===== config.mk =====
export PLATFORM = sky130hd
export DESIGN_NAME = cu_dp_mem
export DESIGN_NICKNAME = d
export VERILOG_FILES = /design/src/len5_mem_pkg.sv /design/src/cu_dp_mem.sv /design/src/l2_arbiter_wb.sv /design/src/mshr_entry.sv /design/src/ldst_dispatch.sv
export VERILOG_INCLUDE_DIRS = /design/src /design/src/src
export SDC_FILE = /design/constraint.sdc
export NUM_CORES = 1
export LEC_CHECK = 0
export BUFFER_PORTS_ARGS = -buffer_cell sky130_fd_sc_hd__buf_2
export CORE_ASPECT_RATIO = 0.5
export CORE_MARGIN = 2
export CORE_UTILIZATION = 45
export CTS_CLUSTER_SIZE = 8
export DETAILED_ROUTE_END_ITERATION = 8
export PLACE_DENSITY = 0.71
export SETUP_SLACK_MARGIN = 0.5
export SLEW_MARGIN = 20
export SYNTH_ARGS = -nofsm -noshare
export SYNTH_HDL_FRONTEND = slang
export SYNTH_SLANG_ARGS = --single-unit

===== constraint.sdc =====
create_clock -name clk_i -period 15.6 [get_ports clk_i]
set_input_delay 1.56 -clock clk_i [delete_from_list [all_inputs] [get_ports clk_i]]
set_output_delay 1.56 -clock clk_i [all_outputs]
set_load 0.01 [all_outputs]

===== src/len5_mem_consts.svh =====
`ifndef LEN5_MEM_CONSTS_SVH
`define LEN5_MEM_CONSTS_SVH

// Data and address width
`define XLEN 32

// Word address, byte offset stripped
`define WADDR_LEN (`XLEN - 2)

// One enable bit per byte of a word
`define BE_LEN 4

// Destination tag carried by each operation
`define TAG_LEN 4

// Miss-status holding slots
`define NUM_MSHR 4

// Slot index, also the L2 request/answer id
`define MSHR_IDX_LEN 2

`endif

===== src/len5_mem_pkg.sv =====
`include "len5_mem_consts.svh"

package len5_mem_pkg;

	// Load/store opcodes, loads before stores
	typedef enum logic [2:0] {
		LB,
		LBU,
		LH,
		LHU,
		LW,
		SB,
		SH,
		SW
	} ldst_op_e;

	// Exception codes reported on writeback
	typedef enum logic [1:0] {
		E_NONE,
		E_LD_MISALIGNED,
		E_ST_MISALIGNED
	} except_code_e;

	// Slot FSM states
	typedef enum logic [2:0] {
		S_IDLE,
		S_REQ,
		S_WAIT,
		S_DISCARD,
		S_DONE
	} mshr_state_e;

	// Operation from the control side
	typedef struct packed {
		ldst_op_e             op;
		logic [`XLEN-1:0]     addr;
		logic [`XLEN-1:0]     wdata;
		logic [`TAG_LEN-1:0]  tag;
	} mem_ins_t;

	// Request towards L2, word granular
	typedef struct packed {
		logic [`MSHR_IDX_LEN-1:0] id;
		logic                     is_store;
		logic [`WADDR_LEN-1:0]    waddr;
		logic [`XLEN-1:0]         wdata;
		logic [`BE_LEN-1:0]       mask;
	} l2_req_t;

	// Answer from L2, routed back by id
	typedef struct packed {
		logic [`MSHR_IDX_LEN-1:0] id;
		logic [`XLEN-1:0]         rdata;
	} l2_ans_t;

	// Result on the writeback port
	typedef struct packed {
		logic [`TAG_LEN-1:0] tag;
		logic [`XLEN-1:0]    data;
		logic                is_store;
		except_code_e        except_code;
	} wb_t;

endpackage


===== src/cu_dp_mem.sv =====
`include "len5_mem_consts.svh"

module cu_dp_mem (
	input  logic                     clk_i,
	input  logic                     arst_n_i,
	input  logic                     flush_i,

	// Operations from the control side
	input  len5_mem_pkg::mem_ins_t   ins_i,
	input  logic                     ins_valid_i,
	output logic                     stall_o,

	// L2 request port
	output len5_mem_pkg::l2_req_t    l2_req_o,
	output logic                     l2_req_valid_o,
	input  logic                     l2_req_rdy_i,

	// L2 answer port
	input  len5_mem_pkg::l2_ans_t    l2_ans_i,
	input  logic                     l2_ans_valid_i,
	output logic                     l2_ans_rdy_o,

	// Writeback port
	output len5_mem_pkg::wb_t        wb_o,
	output logic                     wb_valid_o,
	input  logic                     wb_rdy_i
);

	import len5_mem_pkg::*;

	// Slot status and payloads
	mshr_state_e                slot_state [`NUM_MSHR];
	logic [`WADDR_LEN-1:0]      slot_addr [`NUM_MSHR];
	logic [`NUM_MSHR-1:0]       slot_req_valid;
	l2_req_t                    slot_req [`NUM_MSHR];
	logic [`NUM_MSHR-1:0]       slot_res_valid;
	wb_t                        slot_res [`NUM_MSHR];

	// Dispatch and arbiter controls
	logic [`NUM_MSHR-1:0]       alloc;
	mem_ins_t                   ins_dec;
	logic [`NUM_MSHR-1:0]       req_grant;
	logic [`NUM_MSHR-1:0]       ans_valid;
	logic [`XLEN-1:0]           ans_rdata;
	logic [`NUM_MSHR-1:0]       wb_grant;
	logic                       exc_valid;
	wb_t                        exc;
	logic                       exc_grant;

	// Decode, alignment, allocation
	ldst_dispatch u_ldst_dispatch (
		.clk_i        (clk_i),
		.arst_n_i     (arst_n_i),
		.flush_i      (flush_i),
		.ins_i        (ins_i),
		.ins_valid_i  (ins_valid_i),
		.slot_state_i (slot_state),
		.slot_addr_i  (slot_addr),
		.exc_grant_i  (exc_grant),
		.stall_o      (stall_o),
		.alloc_o      (alloc),
		.ins_o        (ins_dec),
		.exc_valid_o  (exc_valid),
		.exc_o        (exc)
	);

	// Miss-status holding slots
	for (genvar i = 0; i < `NUM_MSHR; i++) begin : gen_mshr
		mshr_entry #(
			.MSHR_ID (`MSHR_IDX_LEN'(i))
		) u_mshr_entry (
			.clk_i       (clk_i),
			.arst_n_i    (arst_n_i),
			.flush_i     (flush_i),
			.alloc_i     (alloc[i]),
			.ins_i       (ins_dec),
			.req_grant_i (req_grant[i]),
			.ans_valid_i (ans_valid[i]),
			.ans_rdata_i (ans_rdata),
			.wb_grant_i  (wb_grant[i]),
			.state_o     (slot_state[i]),
			.addr_o      (slot_addr[i]),
			.req_valid_o (slot_req_valid[i]),
			.req_o       (slot_req[i]),
			.res_valid_o (slot_res_valid[i]),
			.res_o       (slot_res[i])
		);
	end

	// L2 arbitration and writeback select
	l2_arbiter_wb u_l2_arbiter_wb (
		.clk_i            (clk_i),
		.arst_n_i         (arst_n_i),
		.slot_req_valid_i (slot_req_valid),
		.slot_req_i       (slot_req),
		.slot_res_valid_i (slot_res_valid),
		.slot_res_i       (slot_res),
		.slot_state_i     (slot_state),
		.exc_valid_i      (exc_valid),
		.exc_i            (exc),
		.l2_req_rdy_i     (l2_req_rdy_i),
		.l2_ans_valid_i   (l2_ans_valid_i),
		.l2_ans_i         (l2_ans_i),
		.wb_rdy_i         (wb_rdy_i),
		.req_grant_o      (req_grant),
		.ans_valid_o      (ans_valid),
		.ans_rdata_o      (ans_rdata),
		.wb_grant_o       (wb_grant),
		.exc_grant_o      (exc_grant),
		.l2_req_valid_o   (l2_req_valid_o),
		.l2_req_o         (l2_req_o),
		.l2_ans_rdy_o     (l2_ans_rdy_o),
		.wb_valid_o       (wb_valid_o),
		.wb_o             (wb_o)
	);

endmodule


===== src/l2_arbiter_wb.sv =====
`include "len5_mem_consts.svh"

module l2_arbiter_wb (
	input  logic                        clk_i,
	input  logic                        arst_n_i,

	// From the slots
	input  logic [`NUM_MSHR-1:0]        slot_req_valid_i,
	input  len5_mem_pkg::l2_req_t       slot_req_i [`NUM_MSHR],
	input  logic [`NUM_MSHR-1:0]        slot_res_valid_i,
	input  len5_mem_pkg::wb_t           slot_res_i [`NUM_MSHR],
	input  len5_mem_pkg::mshr_state_e   slot_state_i [`NUM_MSHR],

	// Exception result from dispatch
	input  logic                        exc_valid_i,
	input  len5_mem_pkg::wb_t           exc_i,

	// Port handshakes
	input  logic                        l2_req_rdy_i,
	input  logic                        l2_ans_valid_i,
	input  len5_mem_pkg::l2_ans_t       l2_ans_i,
	input  logic                        wb_rdy_i,

	// Back to the slots and dispatch
	output logic [`NUM_MSHR-1:0]        req_grant_o,
	output logic [`NUM_MSHR-1:0]        ans_valid_o,
	output logic [`XLEN-1:0]            ans_rdata_o,
	output logic [`NUM_MSHR-1:0]        wb_grant_o,
	output logic                        exc_grant_o,

	output logic                        l2_req_valid_o,
	output len5_mem_pkg::l2_req_t       l2_req_o,
	output logic                        l2_ans_rdy_o,

	output logic                        wb_valid_o,
	output len5_mem_pkg::wb_t           wb_o
);

	import len5_mem_pkg::*;

	logic [`MSHR_IDX_LEN-1:0]  ptr_q;
	logic [`MSHR_IDX_LEN-1:0]  cand;
	logic [`MSHR_IDX_LEN-1:0]  req_idx;
	logic                      req_any;
	logic                      res_any;
	logic [`MSHR_IDX_LEN-1:0]  prio_idx;
	logic [`MSHR_IDX_LEN-1:0]  wb_idx;
	logic                      use_exc;
	logic                      hold_q;
	logic                      hold_exc_q;
	logic [`MSHR_IDX_LEN-1:0]  hold_idx_q;

	// Round-robin search, nearest to the pointer wins
	always_comb begin
		req_any = 1'b0;
		req_idx = ptr_q;
		cand    = ptr_q;
		for (int k = `NUM_MSHR - 1; k >= 0; k--) begin
			cand = ptr_q + `MSHR_IDX_LEN'(k);
			if (slot_req_valid_i[cand]) begin
				req_any = 1'b1;
				req_idx = cand;
			end
		end
	end

	// Pointer parks on a stalled request, steps past a granted one
	always_ff @(posedge clk_i or negedge arst_n_i) begin
		if (!arst_n_i) begin
			ptr_q <= '0;
		end else if (req_any) begin
			ptr_q <= l2_req_rdy_i ? req_idx + 1'b1 : req_idx;
		end
	end

	assign l2_req_valid_o = req_any;
	assign l2_req_o       = slot_req_i[req_idx];

	always_comb begin
		req_grant_o = '0;
		req_grant_o[req_idx] = req_any & l2_req_rdy_i;
	end

	// Answers go to the slot named by id
	assign l2_ans_rdy_o = slot_state_i[l2_ans_i.id] inside {S_WAIT, S_DISCARD};
	assign ans_rdata_o  = l2_ans_i.rdata;

	always_comb begin
		ans_valid_o = '0;
		ans_valid_o[l2_ans_i.id] = l2_ans_valid_i & l2_ans_rdy_o;
	end

	// Fixed priority, lowest slot first
	always_comb begin
		res_any  = |slot_res_valid_i;
		prio_idx = '0;
		for (int i = `NUM_MSHR - 1; i >= 0; i--) begin
			if (slot_res_valid_i[i]) prio_idx = `MSHR_IDX_LEN'(i);
		end
	end

	// Stalled writeback keeps its source, else exception first
	always_comb begin
		if (hold_q && hold_exc_q && exc_valid_i) begin
			use_exc = 1'b1;
			wb_idx  = prio_idx;
		end else if (hold_q && !hold_exc_q && slot_res_valid_i[hold_idx_q]) begin
			use_exc = 1'b0;
			wb_idx  = hold_idx_q;
		end else begin
			use_exc = exc_valid_i;
			wb_idx  = prio_idx;
		end
	end

	assign wb_valid_o  = exc_valid_i | res_any;
	assign wb_o        = use_exc ? exc_i : slot_res_i[wb_idx];
	assign exc_grant_o = use_exc & wb_rdy_i;

	always_comb begin
		wb_grant_o = '0;
		wb_grant_o[wb_idx] = ~use_exc & res_any & wb_rdy_i;
	end

	// Remember which source is waiting on wb_rdy_i
	always_ff @(posedge clk_i or negedge arst_n_i) begin
		if (!arst_n_i) begin
			hold_q     <= 1'b0;
			hold_exc_q <= 1'b0;
			hold_idx_q <= '0;
		end else begin
			hold_q     <= wb_valid_o & ~wb_rdy_i;
			hold_exc_q <= use_exc;
			hold_idx_q <= wb_idx;
		end
	end

endmodule


===== src/mshr_entry.sv =====
`include "len5_mem_consts.svh"

module mshr_entry #(
	parameter logic [`MSHR_IDX_LEN-1:0] MSHR_ID = '0
) (
	input  logic                        clk_i,
	input  logic                        arst_n_i,
	input  logic                        flush_i,

	// Allocation from dispatch
	input  logic                        alloc_i,
	input  len5_mem_pkg::mem_ins_t      ins_i,

	// From the arbiter
	input  logic                        req_grant_i,
	input  logic                        ans_valid_i,
	input  logic [`XLEN-1:0]            ans_rdata_i,
	input  logic                        wb_grant_i,

	// Status back to dispatch
	output len5_mem_pkg::mshr_state_e   state_o,
	output logic [`WADDR_LEN-1:0]       addr_o,

	output logic                        req_valid_o,
	output len5_mem_pkg::l2_req_t       req_o,
	output logic                        res_valid_o,
	output len5_mem_pkg::wb_t           res_o
);

	import len5_mem_pkg::*;

	mshr_state_e          state_q;
	mshr_state_e          state_d;
	mem_ins_t             ins_q;
	logic [`XLEN-1:0]     rdata_q;
	logic                 is_store;
	logic [4:0]           bit_off;
	logic [`XLEN-1:0]     rdata_sh;
	logic [`XLEN-1:0]     ld_data;
	logic [`BE_LEN-1:0]   st_mask;
	logic [`XLEN-1:0]     st_data;

	// Slot FSM
	always_comb begin
		state_d = state_q;
		case (state_q)
			S_IDLE:    if (alloc_i) state_d = S_REQ;
			S_REQ: begin
				if (flush_i) state_d = S_IDLE;
				else if (req_grant_i) state_d = S_WAIT;
			end
			// Answer in the flush cycle is simply dropped
			S_WAIT: begin
				if (ans_valid_i) state_d = flush_i ? S_IDLE : S_DONE;
				else if (flush_i) state_d = S_DISCARD;
			end
			S_DISCARD: if (ans_valid_i) state_d = S_IDLE;
			S_DONE:    if (flush_i || wb_grant_i) state_d = S_IDLE;
			default:   state_d = S_IDLE;
		endcase
	end

	always_ff @(posedge clk_i or negedge arst_n_i) begin
		if (!arst_n_i) begin
			state_q <= S_IDLE;
		end else begin
			state_q <= state_d;
		end
	end

	// Operation payload
	always_ff @(posedge clk_i) begin
		if (alloc_i && state_q == S_IDLE) begin
			ins_q <= ins_i;
		end
	end

	// Answered word
	always_ff @(posedge clk_i) begin
		if (ans_valid_i && state_q == S_WAIT) begin
			rdata_q <= ans_rdata_i;
		end
	end

	assign is_store = ins_q.op inside {SB, SH, SW};
	assign bit_off  = {ins_q.addr[1:0], 3'b000};

	// Store lane placement
	always_comb begin
		st_mask = '0;
		st_data = '0;
		case (ins_q.op)
			SB: begin
				st_mask = `BE_LEN'(1) << ins_q.addr[1:0];
				st_data = {{(`XLEN-8){1'b0}}, ins_q.wdata[7:0]} << bit_off;
			end
			SH: begin
				st_mask = `BE_LEN'(3) << ins_q.addr[1:0];
				st_data = {{(`XLEN-16){1'b0}}, ins_q.wdata[15:0]} << bit_off;
			end
			SW: begin
				st_mask = '1;
				st_data = ins_q.wdata;
			end
			default: ;
		endcase
	end

	// Load lane select and extension
	always_comb begin
		rdata_sh = rdata_q >> bit_off;
		case (ins_q.op)
			LB:      ld_data = {{(`XLEN-8){rdata_sh[7]}}, rdata_sh[7:0]};
			LBU:     ld_data = {{(`XLEN-8){1'b0}}, rdata_sh[7:0]};
			LH:      ld_data = {{(`XLEN-16){rdata_sh[15]}}, rdata_sh[15:0]};
			LHU:     ld_data = {{(`XLEN-16){1'b0}}, rdata_sh[15:0]};
			LW:      ld_data = rdata_sh;
			// stores return no data
			default: ld_data = '0;
		endcase
	end

	assign state_o = state_q;
	assign addr_o  = ins_q.addr[`XLEN-1:2];

	// L2 request, loads carry an empty mask
	assign req_valid_o    = (state_q == S_REQ);
	assign req_o.id       = MSHR_ID;
	assign req_o.is_store = is_store;
	assign req_o.waddr    = ins_q.addr[`XLEN-1:2];
	assign req_o.wdata    = st_data;
	assign req_o.mask     = st_mask;

	// Result
	assign res_valid_o       = (state_q == S_DONE);
	assign res_o.tag         = ins_q.tag;
	assign res_o.data        = ld_data;
	assign res_o.is_store    = is_store;
	assign res_o.except_code = E_NONE;

endmodule


===== src/ldst_dispatch.sv =====
`include "len5_mem_consts.svh"

module ldst_dispatch (
	input  logic                        clk_i,
	input  logic                        arst_n_i,
	input  logic                        flush_i,

	// Operation from the control side
	input  len5_mem_pkg::mem_ins_t      ins_i,
	input  logic                        ins_valid_i,

	// Slot status
	input  len5_mem_pkg::mshr_state_e   slot_state_i [`NUM_MSHR],
	input  logic [`WADDR_LEN-1:0]       slot_addr_i [`NUM_MSHR],

	// Exception result taken by writeback
	input  logic                        exc_grant_i,

	output logic                        stall_o,
	output logic [`NUM_MSHR-1:0]        alloc_o,
	output len5_mem_pkg::mem_ins_t      ins_o,
	output logic                        exc_valid_o,
	output len5_mem_pkg::wb_t           exc_o
);

	import len5_mem_pkg::*;

	logic                      is_store;
	logic                      misaligned;
	logic                      any_free;
	logic [`MSHR_IDX_LEN-1:0]  free_idx;
	logic                      conflict;
	logic                      accept;
	logic                      exc_valid_q;
	wb_t                       exc_q;

	// Decode and natural alignment check
	always_comb begin
		is_store   = ins_i.op inside {SB, SH, SW};
		misaligned = 1'b0;
		case (ins_i.op)
			LH, LHU, SH: misaligned = ins_i.addr[0];
			LW, SW:      misaligned = |ins_i.addr[1:0];
			default:     misaligned = 1'b0;
		endcase
	end

	// Lowest free slot, and word conflicts with busy slots
	always_comb begin
		any_free = 1'b0;
		free_idx = '0;
		conflict = 1'b0;
		for (int i = `NUM_MSHR - 1; i >= 0; i--) begin
			if (slot_state_i[i] == S_IDLE) begin
				any_free = 1'b1;
				free_idx = `MSHR_IDX_LEN'(i);
			end else if (slot_addr_i[i] == ins_i.addr[`XLEN-1:2]) begin
				conflict = 1'b1;
			end
		end
	end

	// Same-word ops wait so they complete in order
	assign stall_o = ~any_free | (ins_valid_i & conflict) | exc_valid_q;

	// Nothing enters during a flush
	assign accept = ins_valid_i & ~stall_o & ~flush_i;

	// One-hot allocation, legal ops only
	always_comb begin
		alloc_o = '0;
		if (accept && !misaligned) begin
			alloc_o[free_idx] = 1'b1;
		end
	end

	// Slots capture the op as presented
	assign ins_o = ins_i;

	// Held exception result
	always_ff @(posedge clk_i or negedge arst_n_i) begin
		if (!arst_n_i) begin
			exc_valid_q <= 1'b0;
		end else if (flush_i) begin
			exc_valid_q <= 1'b0;
		end else if (accept && misaligned) begin
			exc_valid_q <= 1'b1;
		end else if (exc_grant_i) begin
			exc_valid_q <= 1'b0;
		end
	end

	// Exception payload, loaded with the valid bit
	always_ff @(posedge clk_i) begin
		if (accept && misaligned) begin
			exc_q.tag         <= ins_i.tag;
			exc_q.data        <= '0;
			exc_q.is_store    <= is_store;
			exc_q.except_code <= is_store ? E_ST_MISALIGNED : E_LD_MISALIGNED;
		end
	end

	assign exc_valid_o = exc_valid_q;
	assign exc_o       = exc_q;

endmodule


==> impl_metrics.toml <==
[status]
status = "finished, final reports clean"

[placed_design]
portBuffers = 223
routabilityCongestion = 0.948
dpl_cell_area_um2 = 24600
place_hpwl_mm = 49.3

[setup_path]
cpPeakStageDelay_ns = 0.64
startpoint = "gen_mshr[3].u_mshr_entry.state_o[0]"
cp_top_family = "compound AO/OA/AOI/OAI gates"
cp_common_cell = "o21ai_0"
critPathKind = "register to primary output"
ff2ff_path_depth = 8
slowest_stage = "a21o_4"
critPathMaxFanout = 70
worstPathArrival_ns = 4.64
reg2reg_from = "gen_mshr[3].u_mshr_entry.state_o[0]"
path_cells = "nor3b_1 > o21ai_0 > a21oi_1 > a21o_4 > inv_4 > buf_4 > o211ai_1 > o21ai_0 > o21ai_0 > buf_2"
worst_ep_required_time_ns = 14.04
cp.depth = 10
cp-start-kind = "register"
critPathBufInv = 3
cp-end-kind = "primary output"

[clocking]
cts_tree = "done"
post_cts_buffers = 0
cts_root_buf = "clkbuf_16"
clock_sinks = 437
clkTransAtPathRegs_ns = 0.05
cts_buffer_depth = 3
clk_latency_ns = 0.62
htree_levels = 2
numCtsBuffers = 60
hold_buffers = 0
cts_resized = 0

[global_routing]
grt_first_pass_wirelength_mm = 112
first_global_vias = 18200
grt_start_max_net_pins = 88
antenna_found_initial = 9
grt_overflow = 0
track_usage_pct = 28.3

[yosys]
async_flop_share_pct = 4.35
synth_flop_cell = "edfxtp_1"
synth_edf_count = 418
syn_avg_cell_area_um2 = 11.0
synth_fp_nets = 2198
yosys_warnings = 0
netlist-cell-type-count = 81
synthCells = 2082
ys_ff_latch = 437
synth_seq_area_share_pct = 56.6
synth_area_um2 = 23000

[final_layout]
nNetsFinal = 2349
register_area_um2 = 13000
area_delta_synth_final_pct = 14.3
final_area_um2 = 26300
fillers = 4462
drive_gt1_share_pct = 16.7
multi_input_area_um2 = 9320

[sta]
period_share_pct = 39.8
setup_tns_ns = 0
hold_violations = 0
tightest_slew_ns = 1.20
fin_crit_ns = 6.20
slew_violations = 0
fmax_ghz = 0.161
maxSlewHeadroom_pct = 19.4
grt_setup_unrepaired = "false"
fin_worst_skew_ns = 0.0272
setup_violations = 0

[min_path]
min_from = "gen_mshr[3].u_mshr_entry.state_o[2]"
min_path_type = "register to register"
whs_path_depth = 1

[routing]
drtIter0Drc = 3128
route.detailed.drc = 0
routedWlPerCell_um = 25.9
ant_nets = 0
vias_per_cell = 6.41
drt_pass1_iterations = 6
vias = 19000
finalWirelength_mm = 76.7

[die]
die-area_um2 = 53100
die_w_um = 324
initial_core_util_pct = 45.7
io_pins = 224
die_height_um = 164
core_um2 = 50400
std_cell_rows = 58

[power_and_ir_drop]
power_density_nw_per_um2 = 170
vdd_drop_max_v = 0.000136
p_leak_nw = 9.18

[job]
drv_cap = 0
-- final timing paths --
path	to	slack, ns
max	l2_req_o[25]	9.40
min	gen_mshr[3].u_mshr_entry.state_o[1]	0.53
max reg2reg	gen_mshr[1].u_mshr_entry.ins_q[26]	11.15
min reg2reg	gen_mshr[3].u_mshr_entry.state_o[1]	0.53
max in group asynchronous	u_ldst_dispatch.exc_valid_o	14.36
min in group asynchronous	gen_mshr[2].u_mshr_entry.state_o[2]	0.89
-- stage by stage --
stage	utilization (%)	setup WS, ns	power (W)	instances	hold WS [ns]
finish	52.2	9.40	0.00448	2958	0.535
global route	52.2	9.16	0.00469	2958	0.563
CTS	52.2	9.50	0.00448	2949	0.530
detailed placement	48.9	10.14	0.00330	2861	0.527
global placement	48.9	10.24	0.00327	2861	0.505
floorplan	-	5.90	0.00259	2082	0.483
-- flip-flops by register name (all words and copies together), names as in the netlist, 6 cells and up --
signal	count
u_ldst_dispatch.exc_o	6
gen_mshr.u_mshr_entry.addr_o	120
gen_mshr.u_mshr_entry.state_o	12
gen_mshr.u_mshr_entry.ins_q	140
gen_mshr.u_mshr_entry.bit_off	8
gen_mshr.u_mshr_entry.rdata_q	128
gen_mshr.u_mshr_entry.res_o	16
-- cell type report --
type                       count  share of cell area (%)
inverter                      22                   0.324
timing repair buffer         252                    5.07
multi-input combinational   1460                    35.5
antenna                        9                  0.0857
clock inverter                 2                  0.0952
sequential                   437                    49.6
tap                          690                    3.28
clock buffer                  86                    6.12
-- placed cells by master (no fill, tap or decap), types with 48 or more instances in the layout --
cell type  Yosys  layout
edfxtp_1     418     418
nand2_1      291     291
buf_2         17     223
a21oi_1      125     125
xnor2_1      119     119
nor2_1       100      99
o21ai_0       90      90
mux2i_1       84      84
a221oi_1      73      73
clkbuf_16      0      60
nand4_1       54      54
a31oi_1       48      48
-- cell usage after synthesis, drive strengths merged (12+ instances only) --
| cell | count | share of area (%) |
|---|---|---|
| nor2 | 100 | 1.6 |
| and3 | 44 | 1.2 |
| o31ai | 23 | 0.81 |
| nor4 | 34 | 0.92 |
| o21ai | 95 | 2.1 |
| nor2b | 45 | 1.2 |
| nand2 | 291 | 4.7 |
| a22o | 18 | 0.69 |
| a22oi | 17 | 0.55 |
| nand3 | 38 | 0.83 |
| xnor2 | 119 | 4.5 |
| a31oi | 49 | 1.4 |
| edfxtp | 418 | 55 |
| o211ai | 44 | 1.5 |
| nor4b | 12 | 0.57 |
| mux2i | 85 | 3.7 |
| or3 | 15 | 0.41 |
| inv | 20 | 0.33 |
| clkbuf | 121 | 2.0 |
| a221oi | 73 | 2.8 |
| a21oi | 125 | 2.7 |
| mux2 | 16 | 0.78 |
| dfrtp | 19 | 2.1 |
| buf | 42 | 0.84 |
| nand4 | 54 | 1.5 |
| nor3 | 33 | 0.72 |
-- logic make-up (layout without fill, tap and decap cells) --
| kind of cell | after synthesis | in the layout | synth area share (%) |
|---|---|---|---|
| buf+inv | 185 | 362 | 3.19 |
| flops | 437 | 437 | 56.6 |
| fa+ha+maj | 8 | 8 | 0.392 |
| other cells | 0 | 9 | 0 |
| xor+xnor | 125 | 125 | 4.76 |
| mux | 103 | 103 | 4.69 |
| compound gates | 498 | 498 | 14.5 |
| simple gates | 726 | 726 | 15.8 |
-- worst register-to-register path, delay by kind of cell (launching register included) --
family	cells	cell delay, ns
buffers and inverters	1	0.70
flip-flops	1	0.44
AND/OR/NAND/NOR	5	2.23
AO/OA/AOI/OAI	2	0.66
-- routing by layer --
metal / share of wire [%] / routed length, µm / track usage, % / up-vias
met2: 45 / 34400 / 43.6 / 1350
met4: 4.6 / 3540 / 13.1 / 0
met1: 39 / 29600 / 38.0 / 9087
met5: 0 / 0 / 0 / -
li1: - / - / - / 8246
met3: 12 / 9170 / 6.72 / 289
-- report_power, final --
part	internal (W)	total (W)	switching (W)
logic	0.000651	0.00189	0.00124
clock network	0.000698	0.00118	0.000485
registers	0.00135	0.00140	0.0000521
total	0.00270	0.00448	0.00178
(Power assumes the default switching activity.)
